### config.mk
export PLATFORM = sky130hd
export DESIGN_NAME = reduction_offload_tile
export DESIGN_NICKNAME = d
export VERILOG_FILES = /design/src/source/reduction_pkg.sv /design/src/source/offload_if.sv /design/src/source/spill_cut.sv /design/src/source/narrow_reduction_alu.sv /design/src/source/wide_fpu_formatter.sv /design/src/source/reduction_offload_tile.sv
export VERILOG_INCLUDE_DIRS = /design/src /design/src/source
export SDC_FILE = /design/constraint.sdc
export NUM_CORES = 2
export LEC_CHECK = 0
export BUFFER_PORTS_ARGS = -buffer_cell sky130_fd_sc_hd__buf_4
export CORE_ASPECT_RATIO = 0.6
export CORE_MARGIN = 5
export CORE_UTILIZATION = 43
export CTS_CLUSTER_SIZE = 25
export DETAILED_ROUTE_END_ITERATION = 6
export GPL_TIMING_DRIVEN = 1
export RECOVER_POWER = 100
export SYNTH_ARGS = -nofsm -noshare
export SYNTH_HDL_FRONTEND = slang
export SYNTH_HIERARCHICAL = 1
export SYNTH_SLANG_ARGS = --single-unit
### constraint.sdc
create_clock -name clk_i -period 17.4 [get_ports clk_i]
set_clock_uncertainty 0.05 [all_clocks]
set_input_delay 0.87 -clock clk_i [delete_from_list [all_inputs] [get_ports clk_i]]
set_output_delay 0.87 -clock clk_i [all_outputs]
set_load 0.05 [all_outputs]
### src/source/reduction_config.svh
// Reduction offload configuration
// Data widths of both offload ports and the operation code width

`ifndef REDUCTION_CONFIG_SVH
`define REDUCTION_CONFIG_SVH

////////////////////////////////
// Data widths
////////////////////////////////

// Signed integers, one word
`define NARROW_DATA_WIDTH 32

// Double precision operands and results
`define WIDE_DATA_WIDTH 64

// Add, multiply, maximum, minimum
`define REDUCTION_OP_WIDTH 2

`endif

### src/source/reduction_pkg.sv
// Reduction offload types
// Operation codes, FPU request layout and data words of both ports

`include "reduction_config.svh"

package reduction_pkg;

  ////////////////////////////////
  // Data words
  ////////////////////////////////

  typedef logic [`NARROW_DATA_WIDTH-1:0] narrow_data_t;
  typedef logic [`WIDE_DATA_WIDTH-1:0]   wide_data_t;

  ////////////////////////////////
  // Operation codes
  ////////////////////////////////

  // Reduction requested by the router
  typedef enum logic [`REDUCTION_OP_WIDTH-1:0] {
    RED_ADD = 2'd0,
    RED_MUL = 2'd1,
    RED_MAX = 2'd2,
    RED_MIN = 2'd3
  } reduction_op_e;

  typedef enum logic [1:0] {
    FPU_ADD    = 2'd0,
    FPU_MUL    = 2'd1,
    FPU_MINMAX = 2'd2
  } fpu_op_e;

  // For minmax, RNE picks the maximum and RTZ the minimum
  typedef enum logic [0:0] {
    RND_RNE = 1'b0,
    RND_RTZ = 1'b1
  } rnd_mode_e;

  typedef struct packed {
    fpu_op_e          op_code;
    rnd_mode_e        rnd_mode;
    wide_data_t [2:0] operands;
  } fpu_req_t;

endpackage

### src/source/offload_if.sv
// Reduction offload port
// Request with op and two operands, response with one result

`timescale 1ns/100ps

interface offload_if #(
  parameter type data_t = reduction_pkg::narrow_data_t
) ();
  import reduction_pkg::*;

  reduction_op_e op;
  data_t         operand1;
  data_t         operand2;
  logic          req_valid;
  logic          req_ready;

  data_t         result;
  logic          resp_valid;
  logic          resp_ready;

  // Router side
  modport requester (
    output op, operand1, operand2, req_valid, resp_ready,
    input  req_ready, result, resp_valid
  );

  // Reduction unit side
  modport unit (
    input  op, operand1, operand2, req_valid, resp_ready,
    output req_ready, result, resp_valid
  );

endinterface

### src/source/spill_cut.sv
// Two-entry register cut on a valid/ready stream
// Registers both valid and ready paths, keeps order under back-pressure

`timescale 1ns/100ps

module spill_cut #(
  parameter type T = logic
) (
  input  logic clk_i,
  input  logic rst_n_i,
  input  logic valid_i,
  output logic ready_o,
  input  T     data_i,
  output logic valid_o,
  input  logic ready_i,
  output T     data_o
);

  // Entry A takes input, entry B holds the older item when stalled
  T     a_data_q;
  T     b_data_q;
  logic a_full_q;
  logic b_full_q;
  logic a_fill;
  logic a_drain;
  logic b_fill;
  logic b_drain;

  assign a_fill  = valid_i && ready_o;
  assign a_drain = a_full_q && !b_full_q;
  assign b_fill  = a_drain && !ready_i;
  assign b_drain = b_full_q && ready_i;

  always_ff @(posedge clk_i) begin
    if (!rst_n_i) begin
      a_full_q <= 1'b0;
      b_full_q <= 1'b0;
    end else begin
      if (a_fill || a_drain) begin
        a_full_q <= a_fill;
      end
      if (b_fill || b_drain) begin
        b_full_q <= b_fill;
      end
    end
  end

  always_ff @(posedge clk_i) begin
    if (a_fill) begin
      a_data_q <= data_i;
    end
    if (b_fill) begin
      b_data_q <= a_data_q;
    end
  end

  // Full only when both entries hold data
  assign ready_o = !a_full_q || !b_full_q;
  assign valid_o = a_full_q || b_full_q;
  assign data_o  = b_full_q ? b_data_q : a_data_q;

endmodule

### src/source/narrow_reduction_alu.sv
// Integer reduction unit for the narrow offload port
// Signed add, low-half multiply, max and min into a one-entry result register

`timescale 1ns/100ps

module narrow_reduction_alu (
  input  logic         clk_i,
  input  logic         rst_n_i,
  offload_if.unit      port_if
);
  import reduction_pkg::*;

  narrow_data_t alu_result;
  narrow_data_t result_q;
  logic         result_valid_q;
  logic         req_fire;

  ////////////////////////////////
  // Compute
  ////////////////////////////////

  always_comb begin
    alu_result = '0;
    unique case (port_if.op)
      RED_ADD: begin
        alu_result = port_if.operand1 + port_if.operand2;
      end
      // Low half is the same for signed and unsigned
      RED_MUL: begin
        alu_result = port_if.operand1 * port_if.operand2;
      end
      RED_MAX: begin
        alu_result = ($signed(port_if.operand1) > $signed(port_if.operand2)) ?
                     port_if.operand1 : port_if.operand2;
      end
      RED_MIN: begin
        alu_result = ($signed(port_if.operand1) < $signed(port_if.operand2)) ?
                     port_if.operand1 : port_if.operand2;
      end
      default: begin
        alu_result = '0;
      end
    endcase
  end

  ////////////////////////////////
  // Result register
  ////////////////////////////////

  // Accepts when empty or drained this cycle
  assign port_if.req_ready = !result_valid_q || port_if.resp_ready;
  assign req_fire          = port_if.req_valid && port_if.req_ready;

  always_ff @(posedge clk_i) begin
    if (!rst_n_i) begin
      result_valid_q <= 1'b0;
    end else if (port_if.req_ready) begin
      result_valid_q <= port_if.req_valid;
    end
  end

  always_ff @(posedge clk_i) begin
    if (req_fire) begin
      result_q <= alu_result;
    end
  end

  assign port_if.result     = result_q;
  assign port_if.resp_valid = result_valid_q;

endmodule

### src/source/wide_fpu_formatter.sv
// Wide reduction to FPU request formatter
// Builds FPU requests from wide reductions, returns results through cuts

`timescale 1ns/100ps

module wide_fpu_formatter (
  input  logic                      clk_i,
  input  logic                      rst_n_i,
  offload_if.unit                   port_if,
  output reduction_pkg::fpu_req_t   fpu_req_o,
  output logic                      fpu_req_valid_o,
  input  logic                      fpu_req_ready_i,
  input  reduction_pkg::wide_data_t fpu_result_i,
  input  logic                      fpu_resp_valid_i,
  output logic                      fpu_resp_ready_o
);
  import reduction_pkg::*;

  fpu_req_t fpu_req_d;

  ////////////////////////////////
  // Request format
  ////////////////////////////////

  always_comb begin
    fpu_req_d          = '0;
    fpu_req_d.op_code  = FPU_ADD;
    fpu_req_d.rnd_mode = RND_RNE;
    unique case (port_if.op)
      // Add uses slots 1 and 2, slot 0 is zero
      RED_ADD: begin
        fpu_req_d.operands[1] = port_if.operand1;
        fpu_req_d.operands[2] = port_if.operand2;
      end
      RED_MUL: begin
        fpu_req_d.op_code     = FPU_MUL;
        fpu_req_d.operands[0] = port_if.operand1;
        fpu_req_d.operands[1] = port_if.operand2;
      end
      RED_MAX: begin
        fpu_req_d.op_code     = FPU_MINMAX;
        fpu_req_d.operands[0] = port_if.operand1;
        fpu_req_d.operands[1] = port_if.operand2;
      end
      RED_MIN: begin
        fpu_req_d.op_code     = FPU_MINMAX;
        fpu_req_d.rnd_mode    = RND_RTZ;
        fpu_req_d.operands[0] = port_if.operand1;
        fpu_req_d.operands[1] = port_if.operand2;
      end
      default: begin
        fpu_req_d.op_code = FPU_ADD;
      end
    endcase
  end

  ////////////////////////////////
  // Cuts
  ////////////////////////////////

  spill_cut #(
    .T       (fpu_req_t)
  ) i_req_cut (
    .clk_i   (clk_i),
    .rst_n_i (rst_n_i),
    .valid_i (port_if.req_valid),
    .ready_o (port_if.req_ready),
    .data_i  (fpu_req_d),
    .valid_o (fpu_req_valid_o),
    .ready_i (fpu_req_ready_i),
    .data_o  (fpu_req_o)
  );

  // FPU result goes back unchanged
  spill_cut #(
    .T       (wide_data_t)
  ) i_resp_cut (
    .clk_i   (clk_i),
    .rst_n_i (rst_n_i),
    .valid_i (fpu_resp_valid_i),
    .ready_o (fpu_resp_ready_o),
    .data_i  (fpu_result_i),
    .valid_o (port_if.resp_valid),
    .ready_i (port_if.resp_ready),
    .data_o  (port_if.result)
  );

endmodule

### src/source/reduction_offload_tile.sv
// Reduction offload tile
// Integer ALU on the narrow port, FPU formatter on the wide port

`timescale 1ns/100ps

module reduction_offload_tile (
  input  logic                         clk_i,
  input  logic                         rst_n_i,
  // Narrow offload port
  input  reduction_pkg::reduction_op_e narrow_op_i,
  input  reduction_pkg::narrow_data_t  narrow_operand1_i,
  input  reduction_pkg::narrow_data_t  narrow_operand2_i,
  input  logic                         narrow_req_valid_i,
  output logic                         narrow_req_ready_o,
  output reduction_pkg::narrow_data_t  narrow_result_o,
  output logic                         narrow_resp_valid_o,
  input  logic                         narrow_resp_ready_i,
  // Wide offload port
  input  reduction_pkg::reduction_op_e wide_op_i,
  input  reduction_pkg::wide_data_t    wide_operand1_i,
  input  reduction_pkg::wide_data_t    wide_operand2_i,
  input  logic                         wide_req_valid_i,
  output logic                         wide_req_ready_o,
  output reduction_pkg::wide_data_t    wide_result_o,
  output logic                         wide_resp_valid_o,
  input  logic                         wide_resp_ready_i,
  // External FPU
  output reduction_pkg::fpu_req_t      fpu_req_o,
  output logic                         fpu_req_valid_o,
  input  logic                         fpu_req_ready_i,
  input  reduction_pkg::wide_data_t    fpu_result_i,
  input  logic                         fpu_resp_valid_i,
  output logic                         fpu_resp_ready_o
);
  import reduction_pkg::*;

  offload_if #(.data_t(narrow_data_t)) narrow_if ();
  offload_if #(.data_t(wide_data_t))   wide_if ();

  ////////////////////////////////
  // Narrow path
  ////////////////////////////////

  assign narrow_if.op         = narrow_op_i;
  assign narrow_if.operand1   = narrow_operand1_i;
  assign narrow_if.operand2   = narrow_operand2_i;
  assign narrow_if.req_valid  = narrow_req_valid_i;
  assign narrow_if.resp_ready = narrow_resp_ready_i;
  assign narrow_req_ready_o   = narrow_if.req_ready;
  assign narrow_result_o      = narrow_if.result;
  assign narrow_resp_valid_o  = narrow_if.resp_valid;

  narrow_reduction_alu i_narrow_alu (
    .clk_i   (clk_i),
    .rst_n_i (rst_n_i),
    .port_if (narrow_if.unit)
  );

  ////////////////////////////////
  // Wide path
  ////////////////////////////////

  assign wide_if.op         = wide_op_i;
  assign wide_if.operand1   = wide_operand1_i;
  assign wide_if.operand2   = wide_operand2_i;
  assign wide_if.req_valid  = wide_req_valid_i;
  assign wide_if.resp_ready = wide_resp_ready_i;
  assign wide_req_ready_o   = wide_if.req_ready;
  assign wide_result_o      = wide_if.result;
  assign wide_resp_valid_o  = wide_if.resp_valid;

  wide_fpu_formatter i_wide_formatter (
    .clk_i            (clk_i),
    .rst_n_i          (rst_n_i),
    .port_if          (wide_if.unit),
    .fpu_req_o        (fpu_req_o),
    .fpu_req_valid_o  (fpu_req_valid_o),
    .fpu_req_ready_i  (fpu_req_ready_i),
    .fpu_result_i     (fpu_result_i),
    .fpu_resp_valid_i (fpu_resp_valid_i),
    .fpu_resp_ready_o (fpu_resp_ready_o)
  );

endmodule

==> impl_metrics.json <==
{
  "path_common_cell": "clkbuf_1",
  "tritoncts": "done",
  "cts_buffer_depth": 3,
  "fillers": 8880,
  "cp-end-kind": "flop",
  "slew_violations": 1050,
  "finalCritPeriodShare": 0.580,
  "grt_pass1_vias": 26700,
  "seq_area_frac_synth": 0.400,
  "synth.distinct_cells": 77,
  "ys_ff_latch": 555,
  "critPathSlowestCell": "clkbuf_1",
  "min_path_cells": 0,
  "critPathRequiredTime_ps": 17530,
  "dieArea_um2": 103000,
  "synth_area_um2": 41500,
  "postCtsSetupRepairBufs": 0,
  "post_cts_resized": 0,
  "first_pass_iters": 7,
  "grt_max_degree": 77,
  "fin_nets": 4653,
  "avgRoutedWirePerCell_um": 26.3,
  "final-hold-violation-count": 0,
  "max_freq_mhz": 99.0,
  "outcome": "complete, but fails checks",
  "cts_root_buf": "clkbuf_16",
  "ios": 565,
  "synthFlopType": "edfxtp_1",
  "viasPerCell": 5.28,
  "drtAntennaViolNets": 0,
  "grt-ovfl-total": 0,
  "cp-endpoint": "i_wide_formatter/i_req_cut/a_data_q[167]",
  "drv_cap": 20,
  "clock_latency_ps": 650,
  "hp-start": "i_wide_formatter/i_resp_cut/a_data_q[53]",
  "clk_pin_slew_ps": 70,
  "drive_above_1_share": 0.168,
  "start_util": 0.433,
  "num_rows": 88,
  "drt_wl_total_um": 136000,
  "placed_area_um2": 46600,
  "setup.worst_path.start_class": "flop",
  "syn_inst": 3316,
  "reg2regPathDepth": 4,
  "worst_ep_arrival_time_ps": 10230,
  "max_stage_delay_ps": 3200,
  "setup_viol_count_final": 0,
  "worstReg2RegEnd": "i_wide_formatter/i_req_cut/a_data_q[167]",
  "worst_hold_path_type": "flop to flop",
  "antenna_found_initial": 11,
  "tightest_slew_ps": 4310,
  "cp_cell_sequence": "nand2_1 > and2_0 > clkbuf_1 > clkbuf_1",
  "syn_nets": 4179,
  "place_congestion": 0.992,
  "rsz0062_at_grt": "false",
  "rrSetupSlack_ps": 7300,
  "syn_area_per_cell_um2": 12.5,
  "cts_buffers": 55,
  "worstReg2RegStart": "i_wide_formatter/i_req_cut/b_full_q",
  "cts_max_level": 2,
  "vias": 27200,
  "hpwl_um": 103000,
  "grt_pass1_wl_um": 192000,
  "critPathKind": "flop to flop",
  "fp.dieW_um": 411,
  "core_area_um2": 95900,
  "grt_usage": 0.256,
  "dieHeight_um": 251,
  "min_period_ps": 10100,
  "cts-hold-fix-buffers": 0,
  "drtIter0Drc": 2514,
  "final_common_cell": "edfxtp_1",
  "place.port_buffers": 564,
  "synth_edf_count": 550,
  "fin_tns_setup_ps": 0,
  "final_cell_mix": "edfxtp_1, inv_1, fa_1",
  "slew_headroom": -1.87,
  "remaining_drc_errors": 6,
  "syn_to_final_growth_pct": 13.5,
  "cp-startpoint": "i_wide_formatter/i_req_cut/b_full_q",
  "crit_fanout": 76,
  "clock_sinks": 555,
  "async_reset_ff_frac": 0,
  "violations": "design-rule violations, max-capacitance violations, max-slew violations",
  "final_area_um2": 47100,
  "ys_warn_count": 6
}
-- cell type report --
class,instances,area [µm²],area share
clock buffer,66,1420,0.0301
inverter,442,1660,0.0352
tap,1305,1630,0.0347
timing repair buffer,582,3670,0.0778
multi-input combinational,2154,21600,0.459
clock inverter,37,464,0.00985
antenna,6,15.0,0.000319
sequential,555,16600,0.353
-- through the flow --
| stage | hold WS, ps | worst slack, ps | utilization | cells |
|---|---|---|---|---|
| finish | 329 | 7300 | 0.491 | 5147 |
| detailed placement | 381 | 8310 | 0.486 | 5038 |
| global placement | 374 | 8390 | 0.486 | 5038 |
| global route | 316 | 6450 | 0.491 | 5144 |
| floorplan | 372 | 1480 | - | 3316 |
| CTS | 296 | 9020 | 0.506 | 5141 |
-- synth_stat cells (6+ instances only) --
| cell type | n | area [µm²] |
|---|---|---|
| clkbuf_1 | 105 | 394 |
| o21bai_1 | 9 | 67.6 |
| buf_6 | 22 | 248 |
| a21o_1 | 17 | 128 |
| mux2_4 | 179 | 2690 |
| inv_1 | 439 | 1650 |
| nand4_1 | 9 | 56.3 |
| nand2_1 | 242 | 908 |
| and2_1 | 325 | 2030 |
| nand2b_1 | 12 | 75.1 |
| mux2_2 | 150 | 1690 |
| nor3b_1 | 7 | 52.6 |
| o211ai_1 | 10 | 75.1 |
| o21ai_0 | 37 | 185 |
| xnor2_1 | 83 | 727 |
| mux4_2 | 8 | 180 |
| edfxtp_1 | 550 | 16500 |
| clkbuf_2 | 6 | 30.0 |
| ha_1 | 186 | 2330 |
| nor2_1 | 111 | 417 |
| nor3_1 | 15 | 75.1 |
| a211oi_1 | 12 | 90.1 |
| buf_12 | 6 | 120 |
| o21a_1 | 7 | 52.6 |
| nand3_1 | 12 | 60.1 |
| fa_1 | 409 | 8190 |
| buf_2 | 24 | 120 |
| xor2_1 | 29 | 254 |
| o22ai_1 | 9 | 56.3 |
| mux2i_1 | 33 | 330 |
| nor2b_1 | 75 | 469 |
| a21oi_1 | 81 | 405 |
-- critical path, delay by kind of cell (launching register included) --
kind | cells | cell delay, ps
flip-flops | 1 | 500
AND/OR/NAND/NOR | 2 | 3110
buffers and inverters | 2 | 5810
-- sequential cells by signal, indices dropped and copies added (netlist names) --
name,cells
i_wide_formatter/i_resp_cut/a_full_q,1
i_narrow_alu/port_if.result,32
i_wide_formatter/i_req_cut/b_data_q,195
i_wide_formatter/i_resp_cut/a_data_q,64
i_wide_formatter/i_req_cut/b_full_q,1
i_narrow_alu/port_if.resp_valid,1
i_wide_formatter/i_req_cut/a_data_q,195
i_wide_formatter/i_resp_cut/b_full_q,1
i_wide_formatter/i_req_cut/a_full_q,1
i_wide_formatter/i_resp_cut/b_data_q,64
-- per-layer routing --
metal,share of wire,routed length (µm),GRT usage
met1,0.43,58200,0.362
met5,0.0011,144,0.0136
met4,0.021,2850,0.0437
met2,0.42,56700,0.369
met3,0.13,17600,0.110
-- logic make-up (layout without fill, tap and decap cells) --
group                      after synthesis  after routing  share of synthesized area
AOI/OAI and AO/OA                      237            237                     0.0377
other                                    0              6                          0
DFF                                    555            555                      0.400
adders and majority gates              595            595                      0.253
xor gates and xnor gates               112            112                     0.0236
and+or+nand+nor                        840            840                      0.105
buffers and inverters                  607           1127                     0.0621
muxes                                  370            370                      0.118
-- worst min-delay path by stage --
stage | to | slack, ps
floorplan | i_wide_formatter/i_req_cut/b_data_q[0] | 370
global placement | i_wide_formatter/i_req_cut/b_data_q[37] | 370
detailed placement | i_wide_formatter/i_req_cut/b_data_q[30] | 380
CTS | i_wide_formatter/i_resp_cut/a_data_q[34] | 300
global route | i_wide_formatter/i_req_cut/b_data_q[82] | 320
finish | i_wide_formatter/i_resp_cut/b_data_q[53] | 330
Power is left out: the tool's default activity adds up to more than one toggle a clock period on the data nets, which glitch-free logic cannot reach.
